### src/logic/display_pkg.sv
/*
 * Pixel packing constants and state types shared by the frame store RTL.
 * Referenced by scoped name from the modules and the testbench
 */
package display_pkg;

// Each RAM word packs eight 4-bit pixels, pixel 0 in the low nibble
localparam int PIXEL_BITS = 4;
localparam int PIXELS_PER_WORD = 8;
localparam int WORD_BITS = PIXEL_BITS * PIXELS_PER_WORD;

// Buffer currently on display, the other one takes writes
typedef enum logic {
    BUFFER_A,
    BUFFER_B
} buffer_select_t;

// Scanner phase
typedef enum logic {
    SCAN_BLANK,
    SCAN_ACTIVE
} scan_state_t;

endpackage
### src/logic/display_scan.sv
/*
 * Raster scanner for the frame store. Blanks, then streams every pixel address
 * of one frame with read_enable high and a frame_start pulse on the first one
 */

`timescale 1ns/1ps

module display_scan #(
    parameter int FRAME_WIDTH = 640,
    parameter int FRAME_HEIGHT = 400,
    parameter int PIXEL_ADDRESS_WIDTH = 18,
    parameter int BLANK_CYCLES = 1000
) (
    input logic clock_in,
    input logic reset_n_in,

    input logic scan_enable,

    output logic [PIXEL_ADDRESS_WIDTH-1:0] read_address,
    output logic read_enable,
    output logic frame_start
);

localparam int FRAME_PIXELS = FRAME_WIDTH * FRAME_HEIGHT;
localparam int BLANK_COUNT_WIDTH = $clog2(BLANK_CYCLES + 1);

display_pkg::scan_state_t scan_state;
logic [BLANK_COUNT_WIDTH-1:0] blank_count;
logic last_blank_cycle;
logic last_pixel;

assign last_blank_cycle = blank_count == BLANK_COUNT_WIDTH'(BLANK_CYCLES - 1);
assign last_pixel = read_address == PIXEL_ADDRESS_WIDTH'(FRAME_PIXELS - 1);
assign read_enable = scan_state == display_pkg::SCAN_ACTIVE;

always_ff @(posedge clock_in) begin
    if (reset_n_in == 0) begin
        scan_state <= display_pkg::SCAN_BLANK;
        blank_count <= '0;
        read_address <= '0;
        frame_start <= 0;
    end else begin
        frame_start <= 0;

        case (scan_state)
            display_pkg::SCAN_BLANK: begin
                // Stays in blanking while the scanner is held off
                if (scan_enable) begin
                    if (last_blank_cycle) begin
                        scan_state <= display_pkg::SCAN_ACTIVE;
                        blank_count <= '0;
                        frame_start <= 1;
                    end else begin
                        blank_count <= blank_count + 1'b1;
                    end
                end
            end

            display_pkg::SCAN_ACTIVE: begin
                // Address rests at zero for the next frame
                if (last_pixel) begin
                    scan_state <= display_pkg::SCAN_BLANK;
                    read_address <= '0;
                end else begin
                    read_address <= read_address + 1'b1;
                end
            end

            default: begin
                scan_state <= display_pkg::SCAN_BLANK;
            end
        endcase
    end
end

address_in_frame : assert property (
    @(posedge clock_in) disable iff (!reset_n_in)
    read_enable |-> read_address < FRAME_PIXELS
);

endmodule

### config.mk
export PLATFORM = sky130hd
export DESIGN_NAME = display_scan
export DESIGN_NICKNAME = d
export VERILOG_FILES = /design/src/logic/display_pkg.sv /design/src/logic/display_scan.sv
export SDC_FILE = /design/constraint.sdc
export NUM_CORES = 1
export LEC_CHECK = 0
export BUFFER_PORTS_ARGS = -buffer_cell sky130_fd_sc_hd__buf_2
export CORE_ASPECT_RATIO = 0.9
export CORE_UTILIZATION = 54
export DETAILED_ROUTE_END_ITERATION = 8
export HOLD_SLACK_MARGIN = 0.06
export PLACE_DENSITY = 0.81
export SETUP_SLACK_MARGIN = 0.1
export SYNTH_ARGS = -nofsm -noshare
export SYNTH_HDL_FRONTEND = slang
export SYNTH_SLANG_ARGS = --single-unit
### constraint.sdc
create_clock -name clock_in -period 2.3 [get_ports clock_in]
set_input_delay 0.345 -clock clock_in [delete_from_list [all_inputs] [get_ports clock_in]]
set_output_delay 0.345 -clock clock_in [all_outputs]
set_load 0.02 [all_outputs]
---- After elaboration in Yosys (flattened, before gate mapping) ----
Index checks and enable logic that the tools add are counted.
Widths: inputs -> output; s select.
storage, ports and cells
  register bits after elaboration ......... 30
  input bits .............................. 3
  logic and storage cells ................. 18
  output and inout port bits .............. 20
cells by class
  $add $sub $neg .......................... 2
  multiplexer cells ....................... 6
  reductions and logical operators ........ 2
  bitwise operators ....................... 2
  equality and inequality tests ........... 2
operators with widths
  cell                   count
  $add 18x1->18 const B  1
  $eq 18x18->1 const B   1
  $mux 18                1
  $add 10x1->10 const B  1
  $eq 10x10->1 const B   1
  $mux 10                1
  $mux 1                 3
  $not 1->1              2
  $pmux 1 s2             1
  $reduce_and 2->1       1
  $reduce_or 2->1        1

---- Logic depth before layout (Yosys ltp) ----
Gate-level depths: netlist of run 1.
  word-level depth ........................ 4
  depth in mapped cells ................... 6
  mapped depth without buffers ............ 5

---- Worst setup path before layout of run 1 ----
No wires, ideal clock.
  path type ............................... register -> register
  start ................................... register read_address[0]
  end ..................................... register read_address[0]
  cell stages (with the launch flop) ...... 7
  arrival ................................. 1.603 ns
  setup slack ............................. 0.563 ns
  buffers on the path ..................... 1
  data required time ...................... 2.165 ns
  period minus slack after synthesis ...... 1.737 ns
  library setup time ...................... 0.135 ns
  cell sequence ........................... dfxtp_1 -> ha_1 -> and3_1 -> buf_2 -> nand3_1 -> o21ai_1 -> nor2_1
on the way
  word-level cells in the longest chain between the ends .. 2
  elaborated cells on any way between the ends .. 3
  those cells by class .................... 1 x add/sub; 1 x eq/ne; 1 x mux
RTL lines
  item                                           line                                    source
  from (decl)                                    display_scan.sv:19                      output logic [PIXEL_ADDRESS_WIDTH-1:0] read_address,
  from (signal assigned)                         display_scan.sv:65                      read_address <= read_address + 1'b1;
  $add 18x1->18 or $eq 18x18->1 (tied branches)  display_scan.sv:65, display_scan.sv:33
  $mux 18 (*)                                    display_scan.sv:61                      if (last_pixel) begin
Mark *: on every way between the ends. The rest lies on a longest branch, timed or not.
A chain may end at the register's enable or synchronous reset.

---- Worst setup path in the final report of run 1 ----
Ends and elaborated chain as after synthesis.

==> results.toml, run 1 <==
[synth]
ys.flop_type = "dfxtp_1"
ys_top_cells_by_area = "dfxtp_1 (43%), nor2_1 (6.9%), xnor2_1 (6.8%)"
synthCells = 160
synth_top_area_share_pct = 42.6
syn_avg_cell_area_um2 = 8.81
async_flop_share_pct = 0
synth_cell_types = 39
syn_nets = 165
synth-seq-area-share_pct = 42.6
syn_area_um2 = 1410
ys_ff_latch = 30
yosys_warnings = 0
yosysTopAreaCell = "dfxtp_1"
synth_edf_count = 0

[global_routing]
grt_pass1_wl_um = 5090
groute.usage.overall_pct = 24.2
antenna_found_initial = 0
grt_max_degree = 15
grt_pass1_vias = 1129
grt-ovfl-total = 0

[cells_and_area]
areaGrowthSynthToFinish_pct = 14.9
drive_above_1_share_pct = 18.2
nNetsFinal = 191
fin_cells = 215
diodes = 0
fill_cells = 225

[timing]
finalSetupTns_ps = 0
tightest_slew_ps = 650
rsz0062_at_grt = "no"
finalCritPeriodShare_pct = 88.5
fmax_mhz = 491
relSlewSlack_pct = 56.4
finClkSkew_ps = 9.25
finalCriticalPeriod_ps = 2030
fin_ws_ps = 265
hold_viol_final = 0
slew_violations = 0
final-setup-viol-count = 0

[run]
cap_violations = 0

[clocking]
numCtsBuffers = 5
cts_tree = "done"
cts.path.max_buffers = 2
clock_latency_ps = 340
postCtsResizedCells = 0
cts_hold_buffers = 0
cts_sinks = 30
htreeDepth = 2
post_cts_buffers = 0
cts_root_buffer = "clkbuf_4"
clkTransAtPathRegs_ps = 100

[setup_path]
path_class = "register to register"
endpoint_kind = "register"
crit_path_top_delay_cell = "o21ai_1"
crit_chain = "ha_1, and3_1, nand3_1, o21ai_1, nor2_1"
critPathMaxStageDelay_ps = 570
startpoint_type = "register"
cpLargestDelayFamily = "simple AND/OR/NAND/NOR gates"
cp.arrival_ps = 2240
crit_buf_inv = 0
path_max_fanout = 9
critPathRequiredTime_ps = 2510

[drt]
routed_via_density = 5.87
vias = 1262
routedWlPerCell_um = 13.9
ant_nets = 0
initialDrtViolationCount = 95
drc = 0
routed_wl_um = 2990
first_pass_iters = 4

[hold_path]
worst_hold_path_type = "primary input to register"

[die]
num_io_pins = 23
rows = 17
die_y_um = 50.5
start_util_pct = 57.1
fp.dieW_um = 55.8
core_area_um2 = 2470
dieArea_um2 = 2820

[pwr]
p_leak_nw = 0.623
p_per_area_nw_per_um2 = 609
ir_worst_vdd_uv = 513

[placement]
dpl.hpwl_um = 2160
numPortBuffers = 22
gp_congestion = 0.876
place_inst = 207
dp_worst_setup_slack_ps = 298

[outcome]
status = "completed"
==> where the power goes <==
part | switching, mW | leakage, nW | total, mW | internal (mW)
sequential | 0.00722 | 0.242 | 0.533 | 0.526
clock | 0.190 | 0.0450 | 0.415 | 0.225
combinational | 0.0243 | 0.336 | 0.0379 | 0.0136
total | 0.221 | 0.623 | 0.986 | 0.764
==> cell usage after synthesis, drive strengths merged (2+ instances only) <==
cell type and number:
clkbuf 2, nand2b 2, a21oi 2, nor2 26, a311o 2, nand3 7, ha 2, xor2 9
dfxtp 30, nand4 10, and3 4, and4 2, nor4 4, or4 2, nand2 15, nor3 6
mux2i 2, xnor2 11, o41ai 2, nor3b 3
==> routing by layer <==
layer  vias to the layer above  GRT usage (%)  share of wire, %
met3                         7           6.44               7.2
met1                       572           31.2                47
met2                        51           35.1                43
met5                         -              0                 0
met4                         0           17.1               2.5
li1                        632              -                 -
==> worst register-to-register path, cell delays in order, from the launching register on <==
cell and delay, ps:
dfxtp_1 440, ha_1 260, and3_1 310, nand3_1 190
o21ai_1 570, nor2_1 140
==> cells in the final DEF, fill, tap and decap left out, types with 2 or more instances in the layout <==
cell      Yosys  final
a311o_1       2      2
nand4_1       9      9
a21oi_1       2      2
dfxtp_1      30     30
xor2_1        9      9
nand2b_1      2      2
xnor2_1      11     11
and3_1        4      4
nor2_1       26     26
clkinv_2      0      2
nor3b_1       3      3
nor4_1        4      4
buf_2         1     22
nand3_1       7      7
o41ai_1       2      2
clkbuf_4      0      5
mux2i_1       2      2
or4_1         2      2
ha_1          2      2
nor3_1        6      6
nand2_1      15     15
==> through the flow <==
stage | hold slack (ps) | instance area (µm²) | total power [mW] | utilization [%]
4_1_cts | 356 | 1620 | 0.995 | 65.6
3_5_place_dp | 498 | 1540 | 0.583 | 62.5
2_1_floorplan | 477 | 1410 | 0.571 | -
6_report | 371 | 1620 | 0.986 | 65.6
5_1_grt | 379 | 1620 | 1.02 | 65.6
3_3_place_gp | 503 | 1540 | 0.581 | 62.5
==> cell type report <==
cell class / count / area, µm² / share of cell area, %
Multi-Input combinational cell: 126 / 792 / 48.9
Sequential cell: 30 / 601 / 37.1
Timing Repair Buffer: 22 / 110 / 6.80
Clock inverter: 3 / 40.0 / 2.47
Clock buffer: 5 / 37.5 / 2.32
Tap cell: 28 / 35.0 / 2.16
Inverter: 1 / 3.75 / 0.232
==> path summary, 6_finish.rpt <==
kind	endpoint	startpoint	slack (ps)	depth (start not counted)
setup / recovery	read_address[0]	read_address[0]	270	5
hold / removal	read_address[1]	reset_n_in	370	3
setup reg to reg	read_address[0]	read_address[0]	270	5
hold reg to reg	blank_count[9]	blank_count[9]	530	2
==> sequential cells by signal (all words and copies together) (netlist names) <==
register	count
read_address	18
blank_count	10
read_enable	1
frame_start	1
==> cells by family after synthesis <==
group | after synthesis | synth area share (%)
AOI/OAI and AO/OA | 14 | 7.64
xor gates and xnor gates | 20 | 12.4
adders and majority gates | 2 | 1.78
buffers and inverters | 4 | 1.15
DFF | 30 | 42.6
muxes | 2 | 1.42
and+or+nand+nor | 88 | 32.9
Note: power is estimated with default switching activity, not from simulation.
==> run 2: changes to the inputs <==
==> constraint.sdc (replaced) <==
create_clock -name clock_in -period 2.19 [get_ports clock_in]
set_input_delay 0.3285 -clock clock_in [delete_from_list [all_inputs] [get_ports clock_in]]
set_output_delay 0.3285 -clock clock_in [all_outputs]
set_load 0.02 [all_outputs]
==> results.toml, run 2 (same netlist as run 1, synthesis figures left out) <==
[drt]
vias = 1272
ant_nets = 0
routed_via_density = 5.86
initialDrtViolationCount = 28
first_pass_iters = 4
drc = 0
routed_wl_um = 2880
routedWlPerCell_um = 13.3

[cells_and_area]
final_common_cell = "dfxtp_1"
reg_top3 = "read_address (18), blank_count (10)"
areaGrowthSynthToFinish_pct = 14.7
largest_register_ffs = 18
diodes = 0
fill_cells = 208
fin_cells = 217
drive_above_1_share_pct = 18.5
largest-register = "read_address"
nNetsFinal = 193
mostFrequentLayoutCells = "dfxtp_1 (30), nor2_1 (26), buf_2 (22), nand2_1 (15), xnor2_1 (11)"

[die]
core_area_um2 = 2470
dieArea_um2 = 2820
die_y_um = 50.5
rows = 17
fp.dieW_um = 55.8
num_io_pins = 23
start_util_pct = 57.1

[setup_path]
r2r-start = "read_address[14]"
rrSetupSlack_ps = 470
crit_chain = "and3_1, nand4_1, o31a_1, a311o_1"
path_max_fanout = 6
critPathMaxStageDelay_ps = 440
cp.arrival_ps = 1940
crit_path_top_delay_cell = "dfxtp_1"
critPathRequiredTime_ps = 2410
cpLargestDelayFamily = "compound AO/OA/AOI/OAI gates"
startpoint_type = "register"
reg2reg_depth = 4
endpoint_kind = "register"
path_class = "register to register"
rr_endpoint = "read_address[13]"
crit_buf_inv = 0

[global_routing]
grt_busiest_layer = "met2"
grt.met2_usage_pct = 32.7
grt_pass1_wl_um = 4880
use_met3_pct = 5.67
grtUsageMet1_pct = 32.0
antenna_found_initial = 0
groute.usage.overall_pct = 22.6
grt_max_degree = 15
grt-ovfl-total = 0
grt_pass1_vias = 1078

[timing]
finClkSkew_ps = 6.64
rsz0062_at_grt = "no"
hold_viol_final = 0
tightest_slew_ps = 527
fmax_mhz = 580
finalCritPeriodShare_pct = 78.7
relSlewSlack_pct = 64.6
slew_violations = 0
finalCriticalPeriod_ps = 1720
final-setup-viol-count = 0
finalSetupTns_ps = 0

[placement]
dpl.hpwl_um = 2150
numPortBuffers = 22
gp_congestion = 0.936
place_inst = 209

[clocking]
cts_root_buffer = "clkbuf_4"
clock_latency_ps = 320
htreeDepth = 2
numCtsBuffers = 5
cts_sinks = 30
cts_tree = "done"
cts.path.max_buffers = 2
cts_hold_buffers = 0
clkTransAtPathRegs_ps = 90
post_cts_buffers = 0
postCtsResizedCells = 0

[hold_path]
whs_path_depth = 3
worstHoldStart = "reset_n_in"
min_to = "read_address[17]"
worst_hold_path_type = "primary input to register"

[outcome]
status = "completed"

[run]
cap_violations = 0

[pwr]
power.total_mw = 0.941
ir_worst_vdd_uv = 407
p_leak_nw = 0.622
p_per_area_nw_per_um2 = 582
run 2: changes by cell type in the layout (fill, tap and decap cells not counted):
cell and delta:
clkinv_2 -1, bufinv_16 -1, buf_4 +2, clkbuf_1 +1, clkbuf_8 +1
run 2: worst reg2reg max path, stage by stage, from the launching register on:
cell     delay (ps)
dfxtp_1         440
and3_1          250
nand4_1         260
o31a_1          360
a311o_1         310
run 2: how the worst max path moves through the flow:
stage / startpoint / endpoint / slack [ps] / cells past startpoint
after CTS: read_enable / read_address[17] / 490 / 4
after global placement: read_address[4] / read_address[14] / 570 / 3
after global routing: read_enable / read_address[17] / 220 / 4
after floorplan: read_address[0] / read_address[0] / 450 / 6
final: read_address[14] / read_address[13] / 470 / 4
after detailed placement: read_address[9] / read_address[14] / 500 / 4
run 2: layout make-up:
cell class,count,area (µm²),share of cell area [%]
clock inverter,1,5.00,0.310
inverter,1,3.75,0.232
multi-input combinational,126,792,49.0
sequential,30,601,37.2
clock buffer,7,55.1,3.41
timing repair buffer,24,125,7.74
tap,28,35.0,2.17
run 2: power breakdown:
part	switching, mW	internal (mW)	leakage, nW
clock network	0.184	0.155	0.0353
registers	0.00803	0.552	0.242
logic	0.0258	0.0157	0.345
total	0.218	0.723	0.622
run 2: metal layers:
| metal | part of all wire [%] | vias up |
|---|---|---|
| li1 | - | 643 |
| met1 | 50 | 589 |
| met2 | 43 | 34 |
| met3 | 5.6 | 6 |
| met4 | 1.6 | 0 |
| met5 | 0 | - |
run 2: per-stage QoR:
step | hold WS, ps | cell area [µm²] | util (%) | setup slack [ps]
after CTS | 359 | 1620 | 65.5 | 489
after global routing | 386 | 1620 | 65.5 | 217
final | 360 | 1620 | 65.5 | 467
after floorplan | 477 | 1410 | - | 453
after detailed placement | 522 | 1560 | 63.1 | 499
after global placement | 498 | 1560 | 63.1 | 572
==> run 3: changes to the inputs <==
==> constraint.sdc (replaced) <==
create_clock -name clock_in -period 1.75 [get_ports clock_in]
set_input_delay 0.2625 -clock clock_in [delete_from_list [all_inputs] [get_ports clock_in]]
set_output_delay 0.2625 -clock clock_in [all_outputs]
set_load 0.02 [all_outputs]
==> results.toml, run 3 (same netlist as run 1, synthesis figures left out) <==
[outcome]
status = "completed"

[clocking]
cts_tree = "done"
cts_sinks = 30
numCtsBuffers = 5
htreeDepth = 2
clkTransAtPathRegs_ps = 90
clock_latency_ps = 340
post_cts_buffers = 0
cts_root_buffer = "clkbuf_4"
cts.path.max_buffers = 2

[global_routing]
antenna_found_initial = 0
grt_pass1_wl_um = 5070
grt_max_degree = 12
grt_pass1_vias = 1090
groute.usage.overall_pct = 24.2
grt-ovfl-total = 0

[die]
fp.dieW_um = 55.8
num_io_pins = 23
core_area_um2 = 2470
start_util_pct = 57.1
dieArea_um2 = 2820
die_y_um = 50.5
rows = 17

[cells_and_area]
largest-register = "read_address"
diodes = 0
reg_top3 = "read_address (18), blank_count (10)"
nNetsFinal = 197
drive_above_1_share_pct = 29.3
largest_register_ffs = 18
areaGrowthSynthToFinish_pct = 20.9
final_area_um2 = 1700
final_common_cell = "nor2_1"
fin_cells = 219
mostFrequentLayoutCells = "nor2_1 (26), buf_2 (22), dfxtp_1 (17), nand2_1 (15), xnor2_1 (11)"

[setup_path]
reg2reg_depth = 3
endpoint_kind = "register"
critPathRequiredTime_ps = 1980
path_max_fanout = 6
startpoint_type = "register"
cp.arrival_ps = 1820
path_class = "register to register"

[drt]
drc = 0
vias = 1303
routed_wl_um = 3150
routedWlPerCell_um = 14.4
initialDrtViolationCount = 47
ant_nets = 0
routed_via_density = 5.95
first_pass_iters = 4

[placement]
gp_congestion = 0.834
placed_area_um2 = 1600
numPortBuffers = 22
dpl.hpwl_um = 2240
place_inst = 212

[hold_path]
worst_hold_path_type = "primary input to register"
whs_path_depth = 3

[pwr]
p_per_area_nw_per_um2 = 680
p_leak_nw = 0.649
ir_worst_vdd_uv = 634

[timing]
rsz0062_at_grt = "no"
final-setup-viol-count = 0
fmax_mhz = 628
relSlewSlack_pct = 72.4
tightest_slew_ps = 410
finalSetupTns_ps = 0
finalCritPeriodShare_pct = 90.9
finClkSkew_ps = 7.36
hold_viol_final = 0
finalCriticalPeriod_ps = 1590
slew_violations = 0

[run]
cap_violations = 0
[run 3: critical path, stage by stage, from the launching register on]
cell and delay, ps:
dfxtp_2 390, nand4_4 140, or4_1 580, a311o_1 370
[run 3: where the power goes]
part           leakage, nW  total, mW  switching (mW)  internal (mW)
registers            0.250      0.696         0.00977          0.686
logic                0.369     0.0574          0.0358         0.0216
clock network       0.0302      0.404           0.224          0.181
total                0.649       1.16           0.269          0.888
[run 3: repair_timing]
action | CTS | global route
hold buffers | 0 | 0
setup endpoints to repair | 0 | 22
hold endpoints to repair | 0 | 0
resized for setup | 0 | 13
[run 3: cell type report]
cell class / instances / area, µm²
clock buffer: 6 / 51.3
timing repair buffer: 27 / 148
multi-input combinational: 127 / 841
inverter: 1 / 3.75
tap: 28 / 35.0
sequential: 30 / 624
fill: 218 / 764
[run 3: metrics by stage]
stage,util [%],power [mW],setup slack [ps],hold slack (ps)
2_1_floorplan,-,0.751,126,475
3_3_place_gp,64.7,0.766,162,496
3_5_place_dp,64.7,0.770,132,490
4_1_cts,66.7,1.16,118,287
5_1_grt,69.0,1.20,106,334
6_report,69.0,1.16,159,339
[run 3: routing by layer]
metal  share of wire (%)  GRT usage (%)  up-vias
met2                  43           35.1       41
met1                  49           32.4      611
met5                   0              0        -
li1                    -              -      646
met3                 6.0           5.41        5
met4                 2.0           15.9        0
[run 3: path summary, 6_finish.rpt]
kind / slack, ps / end / from
max: 160 / read_address[14] / read_address[6]
min: 340 / read_address[1] / reset_n_in
max reg2reg: 160 / read_address[14] / read_address[6]
min reg2reg: 500 / read_address[11] / read_address[11]
